**src/common/mem_pkg.sv**
```systemverilog
// Memory subsystem shared definitions: data word, byte address views, cache geometry
package mem_pkg;

   ////////////////////////////////////////////////////////////
   // Widths and geometry
   ////////////////////////////////////////////////////////////

   // Data word and byte address
   localparam int WORD_BITS = 16;
   localparam int ADDR_BITS = 16;

   // Address split seen by a cache
   localparam int TAG_BITS = 8;
   localparam int INDEX_BITS = 4;
   localparam int WSEL_BITS = 3;

   // 16 lines of 8 words
   localparam int NUM_LINES = 1 << INDEX_BITS;
   localparam int WORDS_PER_LINE = 1 << WSEL_BITS;

   // Cycles from an accepted read to data_valid
   localparam int MEM_READ_LATENCY = 4;

   ////////////////////////////////////////////////////////////
   // Types
   ////////////////////////////////////////////////////////////

   typedef logic [WORD_BITS-1:0] word_t;

   // Cache view of a byte address, tag at the top
   typedef struct packed {
      logic [TAG_BITS-1:0]   tag;
      logic [INDEX_BITS-1:0] index;
      logic [WSEL_BITS-1:0]  word_sel;
      // Byte within word, never decoded
      logic                  byte_sel;
   } mem_addr_fields_t;

   // Memory and arbiter use flat, caches use fields
   typedef union packed {
      logic [ADDR_BITS-1:0] flat;
      mem_addr_fields_t     fields;
   } mem_addr_u;

endpackage

```
**src/hw/mem_arbiter.sv**
```systemverilog
// Memory arbiter: fixed-priority owner of the shared memory port, data cache first
`timescale 1ns/10ps

module mem_arbiter (
   input  logic               clk,
   input  logic               rst,
   input  logic               d_req,
   input  logic               d_wr,
   input  mem_pkg::mem_addr_u d_addr,
   input  mem_pkg::word_t     d_wdata,
   input  logic               i_req,
   input  logic               i_wr,
   input  mem_pkg::mem_addr_u i_addr,
   input  mem_pkg::word_t     i_wdata,
   input  mem_pkg::word_t     data_out,
   input  logic               data_valid,
   output logic               d_gnt,
   output logic               i_gnt,
   output logic               d_rvalid,
   output logic               i_rvalid,
   output mem_pkg::word_t     rdata,
   output logic               enable,
   output logic               wr,
   output mem_pkg::mem_addr_u addr,
   output mem_pkg::word_t     data_in
);

   // Room for a full pipeline plus one issue
   localparam int PEND_BITS = $clog2(mem_pkg::MEM_READ_LATENCY + 2);

   // Registered owner, at most one set
   logic d_own;
   logic i_own;

   // Reads accepted by memory and not yet returned
   logic [PEND_BITS-1:0] pending;
   logic [PEND_BITS-1:0] pending_next;
   logic                 rd_issue;
   logic                 busy_next;

   ////////////////////////////////////////////////////////////
   // Grant and port mux
   ////////////////////////////////////////////////////////////

   // Free port goes to data first
   assign d_gnt = d_own | (~i_own & d_req);
   assign i_gnt = i_own | (~d_own & ~d_req & i_req);

   // No owner, no access
   assign enable = (d_gnt & d_req) | (i_gnt & i_req);
   assign wr = d_gnt ? d_wr : i_wr;
   assign addr = d_gnt ? d_addr : i_addr;
   assign data_in = d_gnt ? d_wdata : i_wdata;

   ////////////////////////////////////////////////////////////
   // Ownership
   ////////////////////////////////////////////////////////////

   assign rd_issue = enable & ~wr;

   always_comb begin
      pending_next = pending;
      if (rd_issue) begin
         pending_next = pending_next + 1'b1;
      end
      if (data_valid) begin
         pending_next = pending_next - 1'b1;
      end
   end

   // Returns still owed keep the owner in place
   assign busy_next = (pending_next != '0);

   always_ff @(posedge clk) begin
      if (rst) begin
         d_own <= 1'b0;
         i_own <= 1'b0;
         pending <= '0;
      end else begin
         d_own <= d_gnt & (d_req | busy_next);
         i_own <= i_gnt & (i_req | busy_next);
         pending <= pending_next;
      end
   end

   // Read returns steered to the owner only
   assign d_rvalid = d_own & data_valid;
   assign i_rvalid = i_own & data_valid;
   assign rdata = data_out;

endmodule

```
**config.mk**
```make
export PLATFORM = sky130hd
export DESIGN_NAME = mem_arbiter
export DESIGN_NICKNAME = d
export VERILOG_FILES = /design/src/common/mem_pkg.sv /design/src/hw/mem_arbiter.sv
export SDC_FILE = /design/constraint.sdc
export NUM_CORES = 1
export LEC_CHECK = 0
export BUFFER_PORTS_ARGS = -buffer_cell sky130_fd_sc_hd__buf_2
export CORE_UTILIZATION = 25
export DETAILED_ROUTE_END_ITERATION = 10
export PLACE_DENSITY = 0.73
export SYNTH_ARGS = -nofsm -noshare
export SYNTH_HDL_FRONTEND = slang
export SYNTH_SLANG_ARGS = --single-unit
```
**constraint.sdc**
```tcl
create_clock -name clk -period 2 [get_ports clk]
set_input_delay 0.2 -clock clk [delete_from_list [all_inputs] [get_ports clk]]
set_output_delay 0.2 -clock clk [all_outputs]
set_load 0.005 [all_outputs]
```
Word-level counts from Yosys, hierarchy flattened
Cells that the tools add are included.
{"block": "classes", "n_addsub": 2, "n_mul": 0, "n_div": 0, "n_lt_le_gt_ge": 0, "eq_ne": 0, "shifts": 0, "muxes": 5, "bitwise": 19, "reduce_logical": 1}
{"op": "two-way mux 16 bit", "n": 2}
{"op": "AND 1 bit", "n": 10}
{"op": "two-way mux 3 bit", "n": 2}
{"op": "bitwise OR 1 bit", "n": 5}
{"op": "NOT 1 bit", "n": 4}
{"op": "adder 3 x 1 -> 3 bit (second input constant)", "n": 1}
{"op": "nonzero test 3 bit", "n": 1}
{"op": "subtractor 3 x 1 -> 3 bit (second input constant)", "n": 1}
{"op": "two-way mux 1 bit", "n": 1}
{"block": "totals", "ff_bits": 5, "latch_bits": 0, "ram_bits": 0, "mem_bits_ro": 0, "in_bits": 87, "out_inout_bits": 54, "n_memories": 0}

Depth between registers and ports, before layout
Gate-level depths: netlist (run 1).
{"block": "depth", "depth_word": 13, "mapped_depth": 10, "mapped_depth_nobuf": 10}

Worst setup path after synthesis (run 1)
Ideal clock, no wire load.
{"block": "synth_timing", "path_kind": "reg-to-reg", "start": "register i_own", "end": "register d_own", "setup_ns": 0.091, "arrival_time_ns": 1.917, "setup_slack_ns": -0.008, "stages_incl_launch_ff": 10, "n_path_buf": 0, "period_less_slack_ns": 2.008, "path_cell_list": "dfxtp_1 and2b_2 nor3_2 nor2_1 mux2i_1 ha_1 nor3_1 o31ai_1 mux2i_1 a311oi_1"}
{"block": "synth_via", "elab_chain_cells": 12, "elab_cells_between_ends": 16, "classes_between": "add/sub: 1; mux: 3; bitwise: 11; reduce/logical: 1"}
{"item": "start, declared", "line": "mem_arbiter.sv:33", "source": "logic i_own;"}
{"item": "start signal, assigned", "line": "mem_arbiter.sv:81", "source": "i_own <= i_gnt & (i_req | busy_next);"}
{"item": "NOT 1 bit", "line": "mem_arbiter.sv:46", "source": "assign d_gnt = d_own | (~i_own & d_req);"}
{"item": "AND 1 bit", "line": "mem_arbiter.sv:46"}
{"item": "bitwise OR 1 bit", "line": "mem_arbiter.sv:46"}
{"item": "AND 1 bit or two-way mux 1 bit (tied branches)", "line": "mem_arbiter.sv:50, mem_arbiter.sv:51"}
{"item": "bitwise OR 1 bit or NOT 1 bit (tied branches)", "line": "mem_arbiter.sv:50, mem_arbiter.sv:59"}
{"item": "AND 1 bit", "line": "mem_arbiter.sv:59", "source": "assign rd_issue = enable & ~wr;"}
{"item": "two-way mux 3 bit", "line": "mem_arbiter.sv:63", "source": "if (rd_issue) begin"}
{"item": "subtractor 3 x 1 -> 3 bit", "line": "mem_arbiter.sv:67", "source": "pending_next = pending_next - 1'b1;"}
{"item": "two-way mux 3 bit", "line": "mem_arbiter.sv:66", "source": "if (data_valid) begin"}
{"item": "nonzero test 3 bit", "line": "mem_arbiter.sv:72", "source": "assign busy_next = (pending_next != '0);"}
{"item": "bitwise OR 1 bit", "line": "mem_arbiter.sv:80", "source": "d_own <= d_gnt & (d_req | busy_next);"}
{"item": "AND 1 bit *", "line": "mem_arbiter.sv:80"}
{"item": "end signal, assigned", "line": "mem_arbiter.sv:80"}
{"item": "end, declared", "line": "mem_arbiter.sv:32", "source": "logic d_own;"}
Mark *: on every way between the ends. The rest lies on a longest branch, timed or not.
A chain may end at the register's enable or synchronous reset.

Worst setup path in the final report (run 1)
Same ends and word-level chain as after synthesis.

==> impl_metrics.tcl, run 1 <==
set metrics [dict create \
    critPathMostFrequentCell "mux2i_1" \
    start_util 0.271 \
    root_buffer "clkbuf_8" \
    p_switching_mw 0.364 \
    ant_nets 0 \
    place_hpwl_um 2270 \
    p_leak_nw 0.821 \
    holdBufCountCts 0 \
    violations "setup timing" \
    synth_nets 195 \
    crit_fanout 6 \
    grt_usage 0.124 \
    synth.distinct_cells 28 \
    period_minus_slack_ns 2.01 \
    powerDensity_mw_per_mm2 672 \
    vias 1126 \
    die-height_um 63.3 \
    async_flop_share 0 \
    maxSlewHeadroom 0.832 \
    cp_slowest_cell "dfxtp_2" \
    fmax_mhz 498 \
    cts_buffers 3 \
    worst_hold_slack_ns 0.201 \
    grt_pass1_vias 995 \
    tightest_slew_ns 0.245 \
    drt_iter0_drc 31 \
    finalMaxSlewViolations 0 \
    coreArea_mm2 0.00347 \
    rsz0062_at_grt "true" \
    syn_area_per_cell_um2 8.86 \
    gp_congestion 0.754 \
    ys_top_cells_by_count "33 x mux2_2, 16 x buf_4, 6 x nor2_1" \
    pwr-share-clk 0.180 \
    syn_to_final_growth_pct 64.0 \
    ios 141 \
    drt-wirelength-per-cell_um 10.9 \
    path_clk_slew_ns 0.03 \
    netSwitchingFraction 0.351 \
    pwr-share-seq 0.151 \
    grt_pass1_wl_um 4080 \
    die_area_mm2 0.00401 \
    hold_violations 0 \
    netlist_area_um2 940 \
    min_path_type "in -> reg" \
    drive_above_1_share 0.799 \
    antennaDiodeCount 0 \
    critPathRequiredTime_ns 2.12 \
    cap_violations 0 \
    yosys_warnings 0 \
    synth_edf_count 0 \
    grt_overflow 0 \
    htreeDepth 1 \
    fillCellCount 343 \
    cts.sinks 5 \
    preCtsSetupSlack_ns -0.0672 \
    synth_top_area_frac 0.395 \
    combPwrFrac 0.669 \
    first_pass_iters 4 \
    num_rows 21 \
    synth_top_area_cell "mux2_2" \
    ys_seq_area_frac 0.107 \
    routed_via_density 4.50 \
    start_kind "flop" \
    period_share 1.00 \
    clock_latency_ns 0.22 \
    grt_antenna_before_repair 0 \
    fin_skew_ns 0.00215 \
    peakVddDrop_v 0.000671 \
    ys_seq_elements 5 \
    internal-power_mw 0.672 \
    syn_inst 106 \
    synth-main-ff-cell "dfxtp_1" \
    synth.area.top_cells "mux2_2 40%, buf_4 13%, dfxtp_1 11%, xor2_1 2.8%, ha_1 2.7%" \
    crit_arrival_ns 2.13 \
    crit_family "simple AND/OR/NAND/NOR gates" \
    wl_um 2730 \
    cp.buffers_inverters 0 \
    synth_most_common_cell "mux2_2" \
    fin_nets 294 \
    grt_max_degree 36 \
    setup_ws_ns -0.00924 \
    io_buffers 108 \
    status "complete, but fails checks" \
    die_x_um 63.3 \
    cpPeakStageDelay_ns 0.35 \
    worstSetupPathType "reg -> reg" \
    crit_path_end_kind "flop" \
    drc 0 \
    ctsLongestPathBuffers 2 \
    cts_tree "done" \
    finalSetupViolCount 1 \
    crit_chain "and2b_2, nor3_4, nor2_4, mux2i_1, ha_2, nor3_1, o31ai_1, mux2i_1, a311oi_1" \
]
==> power by group through the flow <==
stage | combinational, mW | sequential (mW) | clock (mW)
after global routing | 0.757 | 0.162 | 0.192
after floorplan | 0.435 | 0.153 | 0
after global placement | 0.656 | 0.153 | 0
after detailed placement | 0.664 | 0.155 | 0
final | 0.692 | 0.156 | 0.187
after CTS | 0.684 | 0.156 | 0.188
==> cell usage in the layout, fill, tap and decap left out, types with 2 or more instances in the layout <==
cell      count
buf_2       108
mux2_2       33
nor2_1        5
inv_1         5
buf_4         5
a21oi_1       3
xor2_1        3
clkbuf_8      3
dfxtp_1       3
mux2i_1       2
and2_1        2
a31oi_1       2
nor3_1        2
nor2b_1       2
xnor2_1       2
a311oi_1      2
dfxtp_2       2
==> state kept, by name, indices dropped and copies added, names as in the netlist <==
name,cells
pending,3
d_own,1
i_own,1
==> cell type report <==
| type | count | area, um2 | share of cell area |
|---|---|---|---|
| clock buffers | 4 | 45.0 | 0.0292 |
| inverters | 5 | 18.8 | 0.0122 |
| multi-input cells | 76 | 719 | 0.467 |
| flip-flops and latches | 5 | 103 | 0.0666 |
| well taps | 46 | 57.6 | 0.0373 |
| repair buffers | 114 | 598 | 0.388 |
==> logic make-up after synthesis <==
| kind of cell | synth area share |
|---|---|
| and+or+nand+nor | 0.145 |
| muxes | 0.417 |
| xor gates and xnor gates | 0.0706 |
| DFF | 0.107 |
| buffers and inverters | 0.168 |
| adders and majority gates | 0.0266 |
| AOI/OAI and AO/OA | 0.0666 |
==> worst paths after layout <==
| kind | cells after the start | startpoint | slack (ns) | end |
|---|---|---|---|---|
| worst max register to register | 9 | i_own$_SDFF_PP0_ | -0.009 | d_own$_SDFF_PP0_ |
| worst min register to register | 2 | i_own$_SDFF_PP0_ | 0.60 | i_own$_SDFF_PP0_ |
| worst max-delay path | 9 | i_own$_SDFF_PP0_ | -0.009 | d_own$_SDFF_PP0_ |
| worst min-delay path | 2 | rst | 0.20 | pending[1]$_SDFF_PP0_ |
==> per-layer routing <==
layer	track usage	wire length [um]	vias to the layer above
met4	0.0313	0	0
met3	0.0163	301	0
li1	-	-	553
met2	0.237	1360	77
met1	0.142	1070	496
met5	0	0	-
==> through the flow <==
| stage | total power [mW] | TNS, ns | instance area, um2 | instances | utilization |
|---|---|---|---|---|---|
| 6_report | 1.04 | -0.00924 | 1540 | 250 | 0.444 |
| 5_1_grt | 1.11 | -0.211 | 1540 | 250 | 0.444 |
| 4_1_cts | 1.03 | 0 | 1530 | 250 | 0.441 |
| 3_5_place_dp | 0.819 | -0.133 | 1460 | 246 | 0.421 |
| 3_3_place_gp | 0.809 | 0 | 1460 | 246 | 0.421 |
| 2_1_floorplan | 0.589 | 0 | 942 | 106 | - |
==> repair_timing <==
action | CTS | global route
setup buffers | 0 | 0
pin swaps | 4 | 2
setup endpoints to repair | 2 | 3
resized for setup | 8 | 3
(Power assumes the default switching activity.)
==> run 2, diff against run 1 <==
- SKIP_LAST_GASP: default -> 1
==> impl_metrics.tcl, run 2 (same netlist as run 1, synthesis figures left out) <==
set metrics [dict create \
    crit_cells 9 \
    top_register "pending" \
    reg2reg_slack_ns -0.01 \
    ios 141 \
    p_total_mw 1.03 \
    cp_slowest_cell "dfxtp_2" \
    post-cts-setup-buffers 0 \
    grt_max_degree 36 \
    period_minus_slack_ns 2.01 \
    fin_util 0.443 \
    reg_top3 "pending (3), d_own (1), i_own (1)" \
    hold_violations 0 \
    rsz0062_at_grt "true" \
    vias 1117 \
    die-height_um 63.3 \
    final_common_cell "buf_2" \
    combPwrFrac 0.667 \
    drive_above_1_share 0.794 \
    crit_path_end_kind "flop" \
    p_switching_mw 0.360 \
    drc 0 \
    pwr-share-seq 0.152 \
    rr_endpoint "d_own$_SDFF_PP0_" \
    critPathMostFrequentCell "mux2i_1" \
    largest_reg_flops 3 \
    clock_latency_ns 0.22 \
    worstSetupPathType "reg -> reg" \
    placed_cell_area_mm2 0.00146 \
    startpoint "i_own$_SDFF_PP0_" \
    ant_nets 0 \
    root_buffer "clkbuf_8" \
    finalSetupViolCount 1 \
    grt_pass1_vias 995 \
    maxSlewHeadroom 0.831 \
    critPathRequiredTime_ns 2.12 \
    start_util 0.271 \
    fmax_mhz 497 \
    ctsLongestPathBuffers 2 \
    die_area_mm2 0.00401 \
    grt_pass1_wl_um 4080 \
    crit_chain "and2b_2, nor3_4, nor2_4, mux2i_1, ha_2, nor3_1, o31ai_1, mux2i_1, a311oi_1" \
    crit_arrival_ns 2.14 \
    num_rows 21 \
    cap_violations 0 \
    drt-wirelength-per-cell_um 10.9 \
    pwr-share-clk 0.182 \
    cpPeakStageDelay_ns 0.35 \
    gp_congestion 0.754 \
    setup_ws_ns -0.0134 \
    first_pass_iters 4 \
    cts_buffers 3 \
    crit_fanout 6 \
    place_hpwl_um 2270 \
    crit_family "simple AND/OR/NAND/NOR gates" \
    fin_nets 294 \
    finish.instance_area_mm2 0.00154 \
    cts.sinks 5 \
    worst_hold_slack_ns 0.200 \
    reg2reg_from "i_own$_SDFF_PP0_" \
    cts_tree "done" \
    internal-power_mw 0.670 \
    grt_antenna_before_repair 0 \
    dpl.cell_count 246 \
    finalMaxSlewViolations 0 \
    stdcell_count 250 \
    grt_overflow 0 \
    peakVddDrop_v 0.000668 \
    path_clk_slew_ns 0.03 \
    io_buffers 108 \
    syn_to_final_growth_pct 63.6 \
    ff2ff_path_depth 9 \
    antennaDiodeCount 0 \
    tightest_slew_ns 0.246 \
    coreArea_mm2 0.00347 \
    p_leak_nw 0.820 \
    start_kind "flop" \
    cp.buffers_inverters 0 \
    netSwitchingFraction 0.350 \
    powerDensity_mw_per_mm2 670 \
    htreeDepth 1 \
    drt_iter0_drc 29 \
    die_x_um 63.3 \
    wl_um 2730 \
    routed_via_density 4.47 \
    crit_path_end "d_own$_SDFF_PP0_" \
    violations "setup timing" \
    status "complete, but fails checks" \
    layout_common_cells "108 x buf_2, 33 x mux2_2, 5 x nor2_1, 5 x inv_1, 5 x buf_4" \
    min_path_type "in -> reg" \
    grt_usage 0.124 \
    fin_skew_ns 0.00227 \
    period_share 1.01 \
]
==> run 2: cell counts in the layout (fill, tap and decap cells not counted) <==
Identical to the previous run, type by type.
==> run 2: layout make-up <==
type / count / area, um2
Fill cell: 345 / 1930
Multi-Input combinational cell: 76 / 716
Timing Repair Buffer: 114 / 598
Sequential cell: 5 / 103
Tap cell: 46 / 57.6
Clock buffer: 4 / 45.0
Inverter: 5 / 18.8
==> run 2: worst min-delay path by stage <==
stage / cells past startpoint / end / startpoint / slack (ns)
global placement: 0 / rdata[12] / data_out[12] / 0.40
floorplan: 1 / pending[0]$_SDFF_PP0_ / rst / 0.27
global route: 2 / pending[2]$_SDFF_PP0_ / rst / 0.21
detailed placement: 0 / rdata[12] / data_out[12] / 0.40
finish: 2 / pending[1]$_SDFF_PP0_ / rst / 0.20
CTS: 2 / pending[0]$_SDFF_PP0_ / rst / 0.20
==> run 2: metrics by stage <==
stage                     worst slack (ns)  TNS [ns]
after CTS                           0.0206         0
after floorplan                     0.0268         0
after global routing                -0.112    -0.219
final                              -0.0134   -0.0134
after global placement              0.0167         0
after detailed placement           -0.0672    -0.133
==> run 2: layer usage <==
layer	track usage	part of all wire
met2	0.237	0.49
met1	0.142	0.40
met5	0	0
met3	0.0163	0.10
met4	0.0313	0
==> run 2: worst register-to-register path, delay by kind of cell (launching register included) <==
family | cells | cell delay (ns)
compound gates | 2 | 0.49
fa+ha+maj | 1 | 0.23
flops | 1 | 0.35
mux | 2 | 0.31
simple gates | 4 | 0.55
==> run 2: power groups by stage <==
stage | logic (mW) | clock network, mW | registers (mW)
4_1_cts | 0.684 | 0.188 | 0.156
3_5_place_dp | 0.664 | 0 | 0.155
6_report | 0.687 | 0.187 | 0.156
2_1_floorplan | 0.435 | 0 | 0.153
3_3_place_gp | 0.656 | 0 | 0.153
5_1_grt | 0.752 | 0.192 | 0.162
==> run 2: what timing repair did <==
item	in CTS	in global routing
hold buffers	0	0
resized for setup	8	2
endpoints found under the setup margin	2	3
pin swaps	4	2
